--- src/hw/ubaPkg.sv ---
//////////////////////////////
// Word addresses only; no byte lanes, no page mapping
// Device window is 8 words at devBase, only the low 4 implemented
//////////////////////////////

package ubaPkg;

   //////////////////////////////
   // Bus widths
   //////////////////////////////

   // 18-bit word address
   typedef logic [17:0] addrT;
   // 16-bit data word
   typedef logic [15:0] dataT;

   //////////////////////////////
   // Address map
   //////////////////////////////

   // Adapter control/status register
   localparam addrT csrAddr = 18'o763000;
   // Base of the 8-word device window
   localparam addrT devBase = 18'o764000;
   // Implemented registers at offsets 0 to 3
   localparam int devWords = 4;
   localparam int devIdxW  = $clog2(devWords);
   typedef logic [devIdxW-1:0] devIdxT;

   // Device acknowledge latency in cycles
   localparam int devLatency = 2;
   localparam int devCntW    = $clog2(devLatency + 1);
   typedef logic [devCntW-1:0] devCntT;

   // CSR bit position of the sticky NXD flag
   localparam int nxdBit = 0;

   //////////////////////////////
   // Watchdog
   //////////////////////////////

   // Count cycles before a cycle is declared non-existent
   localparam int nxdTimeout = 10;
   localparam int wdCntW     = $clog2(nxdTimeout);
   typedef logic [wdCntW-1:0] wdCntT;

   typedef enum logic [2:0] {wdIdle, wdCount, wdAck, wdNxd, wdWait} wdStateT;

endpackage

--- src/hw/busMaster.sv ---
//////////////////////////////
// Single master, one word per cycle
// cmdStb while busy is high is dropped
//////////////////////////////
`timescale 1ns/1ps

module busMaster
(
   input  logic         clk,
   input  logic         rst,
   // Host command port
   input  logic         cmdStb,
   input  logic         cmdWrite,
   input  ubaPkg::addrT cmdAddr,
   input  ubaPkg::dataT cmdData,
   // Host response port
   output logic         rspStb,
   output ubaPkg::dataT rspData,
   output logic         rspNxd,
   output logic         busy,
   // Bus side
   output logic         busReq,
   output logic         busWrite,
   output ubaPkg::addrT busAddr,
   output ubaPkg::dataT busWData,
   input  logic         busAck,
   input  logic         setNxd,
   input  ubaPkg::dataT busRData
);

   logic accept;
   logic finish;

   // New command only taken with no cycle running
   assign accept = cmdStb && !busReq;
   // Cycle ends on acknowledge or on watchdog timeout
   assign finish = busReq && (busAck || setNxd);

   // Busy window is exactly the request window
   assign busy = busReq;

   //////////////////////////////
   // Request and response control
   //////////////////////////////

   always_ff @(posedge clk or posedge rst)
   begin
      if (rst)
      begin
         busReq <= 1'b0;
         rspStb <= 1'b0;
         rspNxd <= 1'b0;
      end
      else
      begin
         // Response strobe is one cycle wide
         rspStb <= 1'b0;
         if (accept)
         begin
            busReq <= 1'b1;
         end
         else if (finish)
         begin
            busReq <= 1'b0;
            rspStb <= 1'b1;
            rspNxd <= setNxd;
         end
      end
   end

   // Command and read data capture
   always_ff @(posedge clk)
   begin
      if (accept)
      begin
         busWrite <= cmdWrite;
         busAddr  <= cmdAddr;
         busWData <= cmdData;
      end
      if (finish)
      begin
         // Timed out cycles return zero data
         rspData <= busAck ? busRData : '0;
      end
   end

   // Watchdog grants and timeouts are exclusive
   ackNxdExclusive: assert property (@(posedge clk) disable iff (rst)
      !(busAck && setNxd));

endmodule

--- src/hw/nxdTimer.sv ---
//////////////////////////////
// Watches only the responder addressed at cycle start
// An undecoded request leaves it idle
//////////////////////////////
`timescale 1ns/1ps

module nxdTimer
(
   input  logic clk,
   input  logic rst,
   input  logic busReq,
   input  logic ubaReq,
   input  logic ubaAck,
   input  logic devReq,
   input  logic devAck,
   output logic busAck,
   output logic setNxd
);

   ubaPkg::wdStateT state;
   ubaPkg::wdCntT   cnt;
   // Set when the CSR was addressed, clear for the device
   logic            uba;
   logic            selAck;
   logic            lastCnt;

   // Acknowledge of the remembered responder
   assign selAck  = uba ? ubaAck : devAck;
   // Final count cycle
   assign lastCnt = (cnt == ubaPkg::wdCntT'(ubaPkg::nxdTimeout - 1));

   //////////////////////////////
   // Watchdog FSM
   //////////////////////////////

   always_ff @(posedge clk or posedge rst)
   begin
      if (rst)
      begin
         state <= ubaPkg::wdIdle;
         cnt   <= '0;
         uba   <= 1'b0;
      end
      else
      begin
         case (state)
            ubaPkg::wdIdle:
            begin
               cnt <= '0;
               if (busReq && ubaReq)
               begin
                  uba   <= 1'b1;
                  // Responder already acknowledging
                  state <= ubaAck ? ubaPkg::wdAck : ubaPkg::wdCount;
               end
               else if (busReq && devReq)
               begin
                  uba   <= 1'b0;
                  state <= devAck ? ubaPkg::wdAck : ubaPkg::wdCount;
               end
            end
            ubaPkg::wdCount:
            begin
               if (selAck)
               begin
                  state <= ubaPkg::wdAck;
               end
               else if (lastCnt)
               begin
                  // No answer within the timeout
                  state <= ubaPkg::wdNxd;
               end
               else
               begin
                  cnt <= cnt + 1'b1;
               end
            end
            ubaPkg::wdAck:
            begin
               // Grant held until the master drops its request
               if (!busReq)
               begin
                  state <= ubaPkg::wdIdle;
               end
            end
            ubaPkg::wdNxd:
            begin
               state <= ubaPkg::wdWait;
            end
            ubaPkg::wdWait:
            begin
               if (!busReq)
               begin
                  state <= ubaPkg::wdIdle;
               end
            end
            default:
            begin
               state <= ubaPkg::wdIdle;
            end
         endcase
      end
   end

   // Moore outputs
   assign busAck = (state == ubaPkg::wdAck);
   assign setNxd = (state == ubaPkg::wdNxd);

   // Timeout pulse never stretches
   nxdPulseOnce: assert property (@(posedge clk) disable iff (rst)
      setNxd |=> !setNxd);

endmodule

--- src/hw/ubaCsr.sv ---
//////////////////////////////
// Only the NXD flag is implemented, other bits read zero
//////////////////////////////
`timescale 1ns/1ps

module ubaCsr
(
   input  logic         clk,
   input  logic         rst,
   input  logic         busReq,
   input  logic         busWrite,
   input  ubaPkg::addrT busAddr,
   input  ubaPkg::dataT busWData,
   input  logic         setNxd,
   output logic         ubaReq,
   output logic         ubaAck,
   output ubaPkg::dataT ubaRData
);

   logic         nxdFlag;
   logic         firstCycle;
   ubaPkg::dataT status;

   // Own address decode
   assign ubaReq     = busReq && (busAddr == ubaPkg::csrAddr);
   // Request seen but not yet answered
   assign firstCycle = ubaReq && !ubaAck;

   // Status word layout
   always_comb
   begin
      status                = '0;
      status[ubaPkg::nxdBit] = nxdFlag;
   end

   //////////////////////////////
   // Acknowledge and NXD flag
   //////////////////////////////

   always_ff @(posedge clk or posedge rst)
   begin
      if (rst)
      begin
         ubaAck  <= 1'b0;
         nxdFlag <= 1'b0;
      end
      else
      begin
         // One cycle latency, dropped with the request
         ubaAck <= ubaReq;
         // Timeout set wins over a clearing write
         if (setNxd)
         begin
            nxdFlag <= 1'b1;
         end
         else if (firstCycle && busWrite && busWData[ubaPkg::nxdBit])
         begin
            nxdFlag <= 1'b0;
         end
      end
   end

   // Read data valid with the acknowledge
   always_ff @(posedge clk)
   begin
      if (firstCycle)
      begin
         ubaRData <= status;
      end
   end

endmodule

--- src/hw/devRegs.sv ---
//////////////////////////////
// Claims every address but the CSR
// Holes and stray addresses never acknowledge
//////////////////////////////
`timescale 1ns/1ps

module devRegs
(
   input  logic         clk,
   input  logic         rst,
   input  logic         busReq,
   input  logic         busWrite,
   input  ubaPkg::addrT busAddr,
   input  ubaPkg::dataT busWData,
   output logic         devReq,
   output logic         devAck,
   output ubaPkg::dataT devRData
);

   ubaPkg::dataT   regs [ubaPkg::devWords];
   ubaPkg::devCntT cnt;
   ubaPkg::addrT   offset;
   ubaPkg::devIdxT idx;
   logic           hit;
   logic           ackNow;

   // Catch-all decode
   assign devReq = busReq && (busAddr != ubaPkg::csrAddr);

   // Offset inside the window
   assign offset = busAddr - ubaPkg::devBase;
   assign idx    = offset[ubaPkg::devIdxW-1:0];
   // Implemented registers only
   assign hit    = (busAddr >= ubaPkg::devBase) && (offset < ubaPkg::devWords);

   // Latency expires this cycle
   assign ackNow = devReq && hit && !devAck &&
                   (cnt == ubaPkg::devCntT'(ubaPkg::devLatency - 1));

   //////////////////////////////
   // Latency counter and registers
   //////////////////////////////

   always_ff @(posedge clk or posedge rst)
   begin
      if (rst)
      begin
         devAck <= 1'b0;
         cnt    <= '0;
         for (int i = 0; i < ubaPkg::devWords; i++)
         begin
            regs[i] <= '0;
         end
      end
      else if (!devReq)
      begin
         // Idle between cycles
         devAck <= 1'b0;
         cnt    <= '0;
      end
      else if (ackNow)
      begin
         devAck <= 1'b1;
         if (busWrite)
         begin
            regs[idx] <= busWData;
         end
      end
      else if (hit && !devAck)
      begin
         cnt <= cnt + 1'b1;
      end
   end

   // Read data loaded with the acknowledge, held afterwards
   always_ff @(posedge clk)
   begin
      if (ackNow)
      begin
         devRData <= regs[idx];
      end
   end

endmodule

--- src/hw/ubaSubsys.sv ---
//////////////////////////////
// Host command port to a single-master Unibus slice
//////////////////////////////
`timescale 1ns/1ps

module ubaSubsys
(
   input  logic         clk,
   input  logic         rst,
   input  logic         cmdStb,
   input  logic         cmdWrite,
   input  ubaPkg::addrT cmdAddr,
   input  ubaPkg::dataT cmdData,
   output logic         rspStb,
   output ubaPkg::dataT rspData,
   output logic         rspNxd,
   output logic         busy
);

   // Shared bus
   logic         busReq;
   logic         busWrite;
   ubaPkg::addrT busAddr;
   ubaPkg::dataT busWData;
   ubaPkg::dataT busRData;
   logic         busAck;
   logic         setNxd;

   // Responder handshakes
   logic         ubaReq;
   logic         ubaAck;
   ubaPkg::dataT ubaRData;
   logic         devReq;
   logic         devAck;
   ubaPkg::dataT devRData;

   // Read data from whichever responder acknowledges
   assign busRData = ubaAck ? ubaRData : devRData;

   busMaster busMaster_i (
      .clk, .rst, .cmdStb, .cmdWrite, .cmdAddr, .cmdData,
      .rspStb, .rspData, .rspNxd, .busy,
      .busReq, .busWrite, .busAddr, .busWData, .busAck, .setNxd, .busRData
   );

   nxdTimer nxdTimer_i (
      .clk, .rst, .busReq, .ubaReq, .ubaAck, .devReq, .devAck, .busAck, .setNxd
   );

   ubaCsr ubaCsr_i (
      .clk, .rst, .busReq, .busWrite, .busAddr, .busWData, .setNxd,
      .ubaReq, .ubaAck, .ubaRData
   );

   devRegs devRegs_i (
      .clk, .rst, .busReq, .busWrite, .busAddr, .busWData,
      .devReq, .devAck, .devRData
   );

endmodule

--- config.mk ---
export PLATFORM = sky130hd
export DESIGN_NAME = ubaSubsys
export DESIGN_NICKNAME = d
export VERILOG_FILES = /design/src/hw/ubaPkg.sv /design/src/hw/busMaster.sv /design/src/hw/nxdTimer.sv /design/src/hw/ubaCsr.sv /design/src/hw/devRegs.sv /design/src/hw/ubaSubsys.sv
export SDC_FILE = /design/constraint.sdc
export NUM_CORES = 1
export LEC_CHECK = 0
export BUFFER_PORTS_ARGS = -buffer_cell sky130_fd_sc_hd__buf_2
export CORE_ASPECT_RATIO = 1.25
export CORE_MARGIN = 2
export CORE_UTILIZATION = 59
export CTS_CLUSTER_SIZE = 28
export DETAILED_ROUTE_END_ITERATION = 10
export GPL_ROUTABILITY_DRIVEN = 0
export HOLD_SLACK_MARGIN = 0.08
export MAX_ROUTING_LAYER = met4
export PLACE_DENSITY_LB_ADDON = 0.1
export SYNTH_ARGS = -nofsm -noshare
export SYNTH_HDL_FRONTEND = slang
export SYNTH_SLANG_ARGS = --single-unit
--- constraint.sdc ---
create_clock -name clk -period 3.7 [get_ports clk]
set_clock_uncertainty 0.1 [all_clocks]
set_input_delay 0.555 -clock clk [delete_from_list [all_inputs] [get_ports clk]]
set_output_delay 0.555 -clock clk [all_outputs]
set_load 0.02 [all_outputs]
After elaboration in Yosys (flattened, before gate mapping)
Cells that the tools add are included.
{ "classes": {"mux": 32, "n_bitwise": 3, "order_cmp": 4, "n_addsub": 3, "n_eq_ne": 16, "n_reduce_logical": 32} }
{ "ops": {"columns": ["cell", "count"], "rows": [
  ["$bwmux W64", 1],
  ["$mux W16", 3],
  ["$bmux W16 S2", 1],
  ["$demux W16 S2", 1],
  ["$eq A18 B18 Y1 const B", 1],
  ["$ge A18 B18 Y1 const B", 1],
  ["$lt A18 B3 Y1 const B", 1],
  ["$ne A18 B18 Y1 const B", 1],
  ["$sub A18 B18 Y18 const B", 1],
  ["$logic_and A1 B1 Y1", 15],
  ["$mux W3", 5],
  ["$mux W1", 12],
  ["$ne A2 B2 Y1 const B", 6],
  ["$pmux W3 S4", 1],
  ["$mux W2", 5],
  ["$reduce_and A3 Y1", 3],
  ["$mux W4", 2],
  ["$pmux W4 S2", 1],
  ["$reduce_bool A2 Y1", 4],
  ["$eq A3 B2 Y1 const B", 2],
  ["$ne A3 B1 Y1 const B", 2],
  ["$reduce_and A2 Y1", 3],
  ["$add A4 B1 Y4 const B", 1],
  ["$eq A4 B4 Y1 const B", 1],
  ["12 further kinds", 16]
]} }
{ "word_totals": {"out_inout_bits": 19, "inputBits": 38, "word_cells": 111, "regBits": 148} }

Depth between registers and ports, before layout
{ "logic_depth": {"depth_word": 8, "depth_mapped": 7, "ltp_nobuf": 6} }

By module
Synthesis repeated with hierarchy kept, for this count alone.
{ "unflattened": {"cells_unflattened": 399, "hier_area_um2": 6542.5} }
{ "modules_own_cells": {"columns": ["mod", "seq_area_each_um2", "area_per_inst_um2", "cells_per_inst", "n_inst"], "rows": [
  ["devRegs", 2157.1, 3726.1, 220, 1],
  ["busMaster", 1606.5, 1790.5, 80, 1],
  ["nxdTimer", 200.2, 500.5, 49, 1],
  ["ubaCsr", 80.1, 276.5, 32, 1],
  ["ubaSubsys", 0.0, 249.0, 18, 1]
]} }

Worst setup path after synthesis
OpenSTA, ideal clock, no wires.
{ "synth_timing": {"kind": "register to register", "from": "reg busMaster_i.busReq", "to": "reg busMaster_i.busAddr[0], enable pin", "required_time_ps": 3169, "n_path_buf": 1, "path_slack_ps": 893, "arrival_time_ps": 2276, "setup_time_ps": 431, "period_less_slack_ps": 2807, "path_stages_with_launch": 3, "cell_sequence": "dfrtp_1 -> clkbuf_1 -> nor2b_1"} }
{ "synth_via": {"elab_chain_cells": 2} }
{ "synth_lines": {"columns": ["element", "line_no", "text"], "rows": [
  ["start: declaration", "busMaster.sv:22", "output logic busReq,"],
  ["start signal: assignment", "busMaster.sv:50", "busReq <= 1'b0;"],
  ["start signal: assignment", "busMaster.sv:60", "busReq <= 1'b1;"],
  ["start signal: assignment", "busMaster.sv:64", "busReq <= 1'b0;"],
  ["$logic_not A1 Y1", null, null],
  ["$logic_and A1 B1 Y1", "busMaster.sv:35", "assign accept = cmdStb && !busReq;"],
  ["via busMaster_i.accept", "busMaster.sv:31", "logic accept;"],
  ["end signal: assignment", "busMaster.sv:77", "busAddr <= cmdAddr;"],
  ["end: declaration", "busMaster.sv:24", "output ubaPkg::addrT busAddr,"]
]} }
The timed path passes the listed nets, and every way through them passes these cells.
A chain may end at the register's enable or synchronous reset.

Worst setup path after layout
{ "layout_timing": {"from": "reg busMaster_i.busAddr[3]", "to": "reg devRegs_i.regs[44] (netlist name)"} }
{ "layout_via": {"elab_chain_cells": 7, "word_cells_on_any_way": 10, "cone_classes": "add/sub (1); order compare (2); eq/ne (1); reduce/logical (6)"} }
{ "layout_lines": {"columns": ["element", "line_no", "text"], "rows": [
  ["$sub A18 B18 Y18", "devRegs.sv:31", "assign offset = busAddr - ubaPkg::devBase;"],
  ["$lt A18 B3 Y1", "devRegs.sv:34", "assign hit = (busAddr >= ubaPkg::devBase) && (offset < ubaPkg::devWords);"],
  ["$logic_and A1 B1 Y1", "devRegs.sv:34", null],
  ["$logic_and A1 B1 Y1 (3 in a row)", "devRegs.sv:37", "assign ackNow = devReq && hit && !devAck &&"],
  ["$reduce_and A3 Y1 (no line) *", null, null],
  ["end signal: indexed assignment", "devRegs.sv:66", "regs[idx] <= busWData;"],
  ["end: declaration", "devRegs.sv:20", "ubaPkg::dataT regs [ubaPkg::devWords];"]
]} }
Every way passes the cells marked *; elsewhere a longest branch is shown, timed or not.

==> impl_metrics.toml <==
[run_status]
status = "finished clean"

[sta]
rsz0062_at_grt = "no"
relSlewSlack_pct = 30.1
finalHoldViolations = 0
max_freq_mhz = 353
slew_viol_final = 0
min_period_over_period_pct = 76.6
setup_viol = 0
fin_setup_tns_ps = 0
worstMarginPinSlew_ps = 1050
fin_crit_ps = 2830

[min_path]
timing.hold.worst.class = "in2reg"
whs_path_depth = 1
min-delay-start = "cmdAddr[7]"
min_to = "busMaster_i.busAddr[7]"

[setup_path]
crit_type = "reg2reg"
crit_required_ps = 3900
r2r-start = "busMaster_i.busAddr[3]"
crit_fanout = 16
rrSetupSlack_ps = 870
worstPathArrival_ps = 3040
r2r_cells = 5
worstSetupStartpointType = "flip-flop"
critPathCaptureType = "flip-flop"
reg2reg_to = "devRegs_i.regs[44]"

[yosys]
yosysWarnings = 0
synthDistinctLibCells = 46
synth_edf_count = 68
synth_area_um2 = 6040
ys.flop_type = "dfrtp_1"
synth_nets = 402
synth.ff_latch_count = 148
postSynthCellCount = 360
synth_seq_area_share_pct = 66.9
syn-mean-instance-area_um2 = 16.8
synthArstFlopShare_pct = 54.1

[detailed_routing]
dr.pass1.iters = 4
drc = 0
vias = 3240
detail_route.wl_per_cell_um = 18.7
routed_wl_um = 10700
antenna_left = 0
first_iter_violations = 161
via_per_inst = 5.67

[placement]
io_buffers = 56
placed_cells = 539
place_hpwl_um = 6540

[floorplanning]
dieArea_um2 = 11100
die_y_um = 117
coreArea_um2 = 10100
start_util_pct = 60.1
io_pins = 57
num_rows = 41
fp.dieW_um = 94.5

[clock_network]
holdBufCountCts = 0
clk_latency_ps = 420
postCtsSetupBuffers = 0
clkSlewWorstSetupHoldPaths_ps = 60
cts.sinks = 148
clockBufferDepth = 2
cts-root-buf = "clkbuf_16"
ctsResizeCount = 0
h-tree-depth = 4
cts_inserted_buffers = 17
cts_tree = "built"

[flow_run]
cap_violations = 0

[cells_and_area]
nets = 471
area_growth_pct = 17.5
multi_input_area_um2 = 1870
fin_cells = 571
drive_above_1_share_pct = 41.0
ff_latch_area_um2 = 4040
fillers = 697
postLayoutCoreUtil_pct = 70.7
n_antenna_cell = 0

[global_routing]
grt-ovfl-total = 0
antenna_found_initial = 0
grt_pass1_vias = 3440
grtUsageTotal_pct = 22.6
grt_max_degree = 42
grt_pass1_wl_um = 17400

[pwr]
p_per_area_nw_per_um2 = 626
peakVddDrop_mv = 0.382
total_power_uw = 4450
leakage_uw = 0.00310
[cell families after synthesis]
logic type                 after synthesis  share of synthesized area (%)
muxes                                   85                           19.4
and+or+nand+nor                         82                           8.90
AOI/OAI and AO/OA                       17                           1.76
DFF                                    148                           66.9
adders and majority gates                4                          0.828
buffers and inverters                   24                           2.24
[critical path, stage by stage (launching register included)]
cell and delay (ps):
edfxtp_1 380, or4_4 520, or3_1 650, nor4b_4 330
buf_4 340, mux2_2 380
[state kept, by name, indices dropped and copies added (netlist names), 2 cells and up]
name and count:
devRegs_i.regs 64, devRegs_i.devRData 16, devRegs_i.cnt 2, busMaster_i.busWData 16, nxdTimer_i.state 3, busMaster_i.busAddr 18, nxdTimer_i.cnt 4, busMaster_i.rspData 16
[layout by cell type, fill, tap and decap left out, types with 6 or more instances in the layout]
| cell type | synthesis | final |
|---|---|---|
| mux2_4 | 10 | 10 |
| mux2_1 | 10 | 10 |
| nand2_1 | 11 | 11 |
| mux2_2 | 46 | 46 |
| clkbuf_16 | 0 | 17 |
| a21oi_1 | 6 | 6 |
| mux4_2 | 16 | 16 |
| inv_1 | 8 | 7 |
| edfxtp_1 | 68 | 68 |
| dfrtp_1 | 80 | 80 |
| buf_4 | 1 | 9 |
| nor2_1 | 9 | 9 |
| nor3_1 | 7 | 7 |
| or3_1 | 7 | 7 |
| buf_2 | 0 | 56 |
| and2_1 | 15 | 15 |
[synthesized netlist by cell type (all sizes together) (2+ instances only)]
master	n	area share, %
dfrtp	80	33
mux2i	3	0.50
nand4	4	0.41
inv	8	0.50
mux4	16	6.0
a21oi	6	0.50
nand2	11	0.68
and2	15	1.6
nor2	9	0.56
nor4	3	0.56
nand3b	2	0.25
mux2	66	13
buf	8	1.2
o21ai	4	0.33
ha	4	0.83
o31ai	2	0.25
nand2b	2	0.21
nor2b	5	0.52
edfxtp	68	34
clkbuf	8	0.50
and3	3	0.33
nor3	9	1.1
and3b	3	0.43
or4	2	0.31
or3	7	0.72
[layer usage]
layer / wire, um / track usage [%] / part of all wire (%) / vias up
met4: 200 / 9.28 / 1.9 / 0
met5: 0 / - / 0 / -
met1: 4560 / 27.9 / 43 / 1666
li1: - / - / - / 1496
met2: 5570 / 36.2 / 52 / 58
met3: 354 / 5.44 / 3.3 / 20
[layout make-up]
cell class                 count  share of cell area, %
sequential                   148                   56.9
multi-input combinational    188                   26.4
clock buffer                  17                   5.99
timing repair buffer          66                   5.18
clock inverter                15                   2.85
tap                          129                   2.27
inverter                       8                  0.423
[power breakdown]
group	switching, uW	internal (uW)	total (uW)	leakage (uW)
clock	672	1130	1800	0.000304
sequential	126	1910	2040	0.00170
combinational	368	235	603	0.00110
[worst max-delay path by stage]
stage / from / end / slack (ps)
after global routing: busMaster_i.busAddr[3] / devRegs_i.devRData[13] / 740
after global placement: busMaster_i.busAddr[2] / devRegs_i.regs[41] / 930
after floorplan: busMaster_i.busReq / busMaster_i.busAddr[0] / 890
after detailed placement: busMaster_i.busAddr[2] / devRegs_i.regs[46] / 880
final: busMaster_i.busAddr[3] / devRegs_i.regs[44] / 870
after CTS: busMaster_i.busAddr[3] / devRegs_i.regs[44] / 860
[metrics by stage]
step	hold WS, ps	setup slack [ps]	instance area [um2]
2_1_floorplan	326	893	6040
3_3_place_gp	341	932	6480
3_5_place_dp	334	885	6480
4_1_cts	188	858	7100
5_1_grt	193	739	7100
6_report	204	867	7100
No activity file was read; power rests on OpenSTA's default activity.
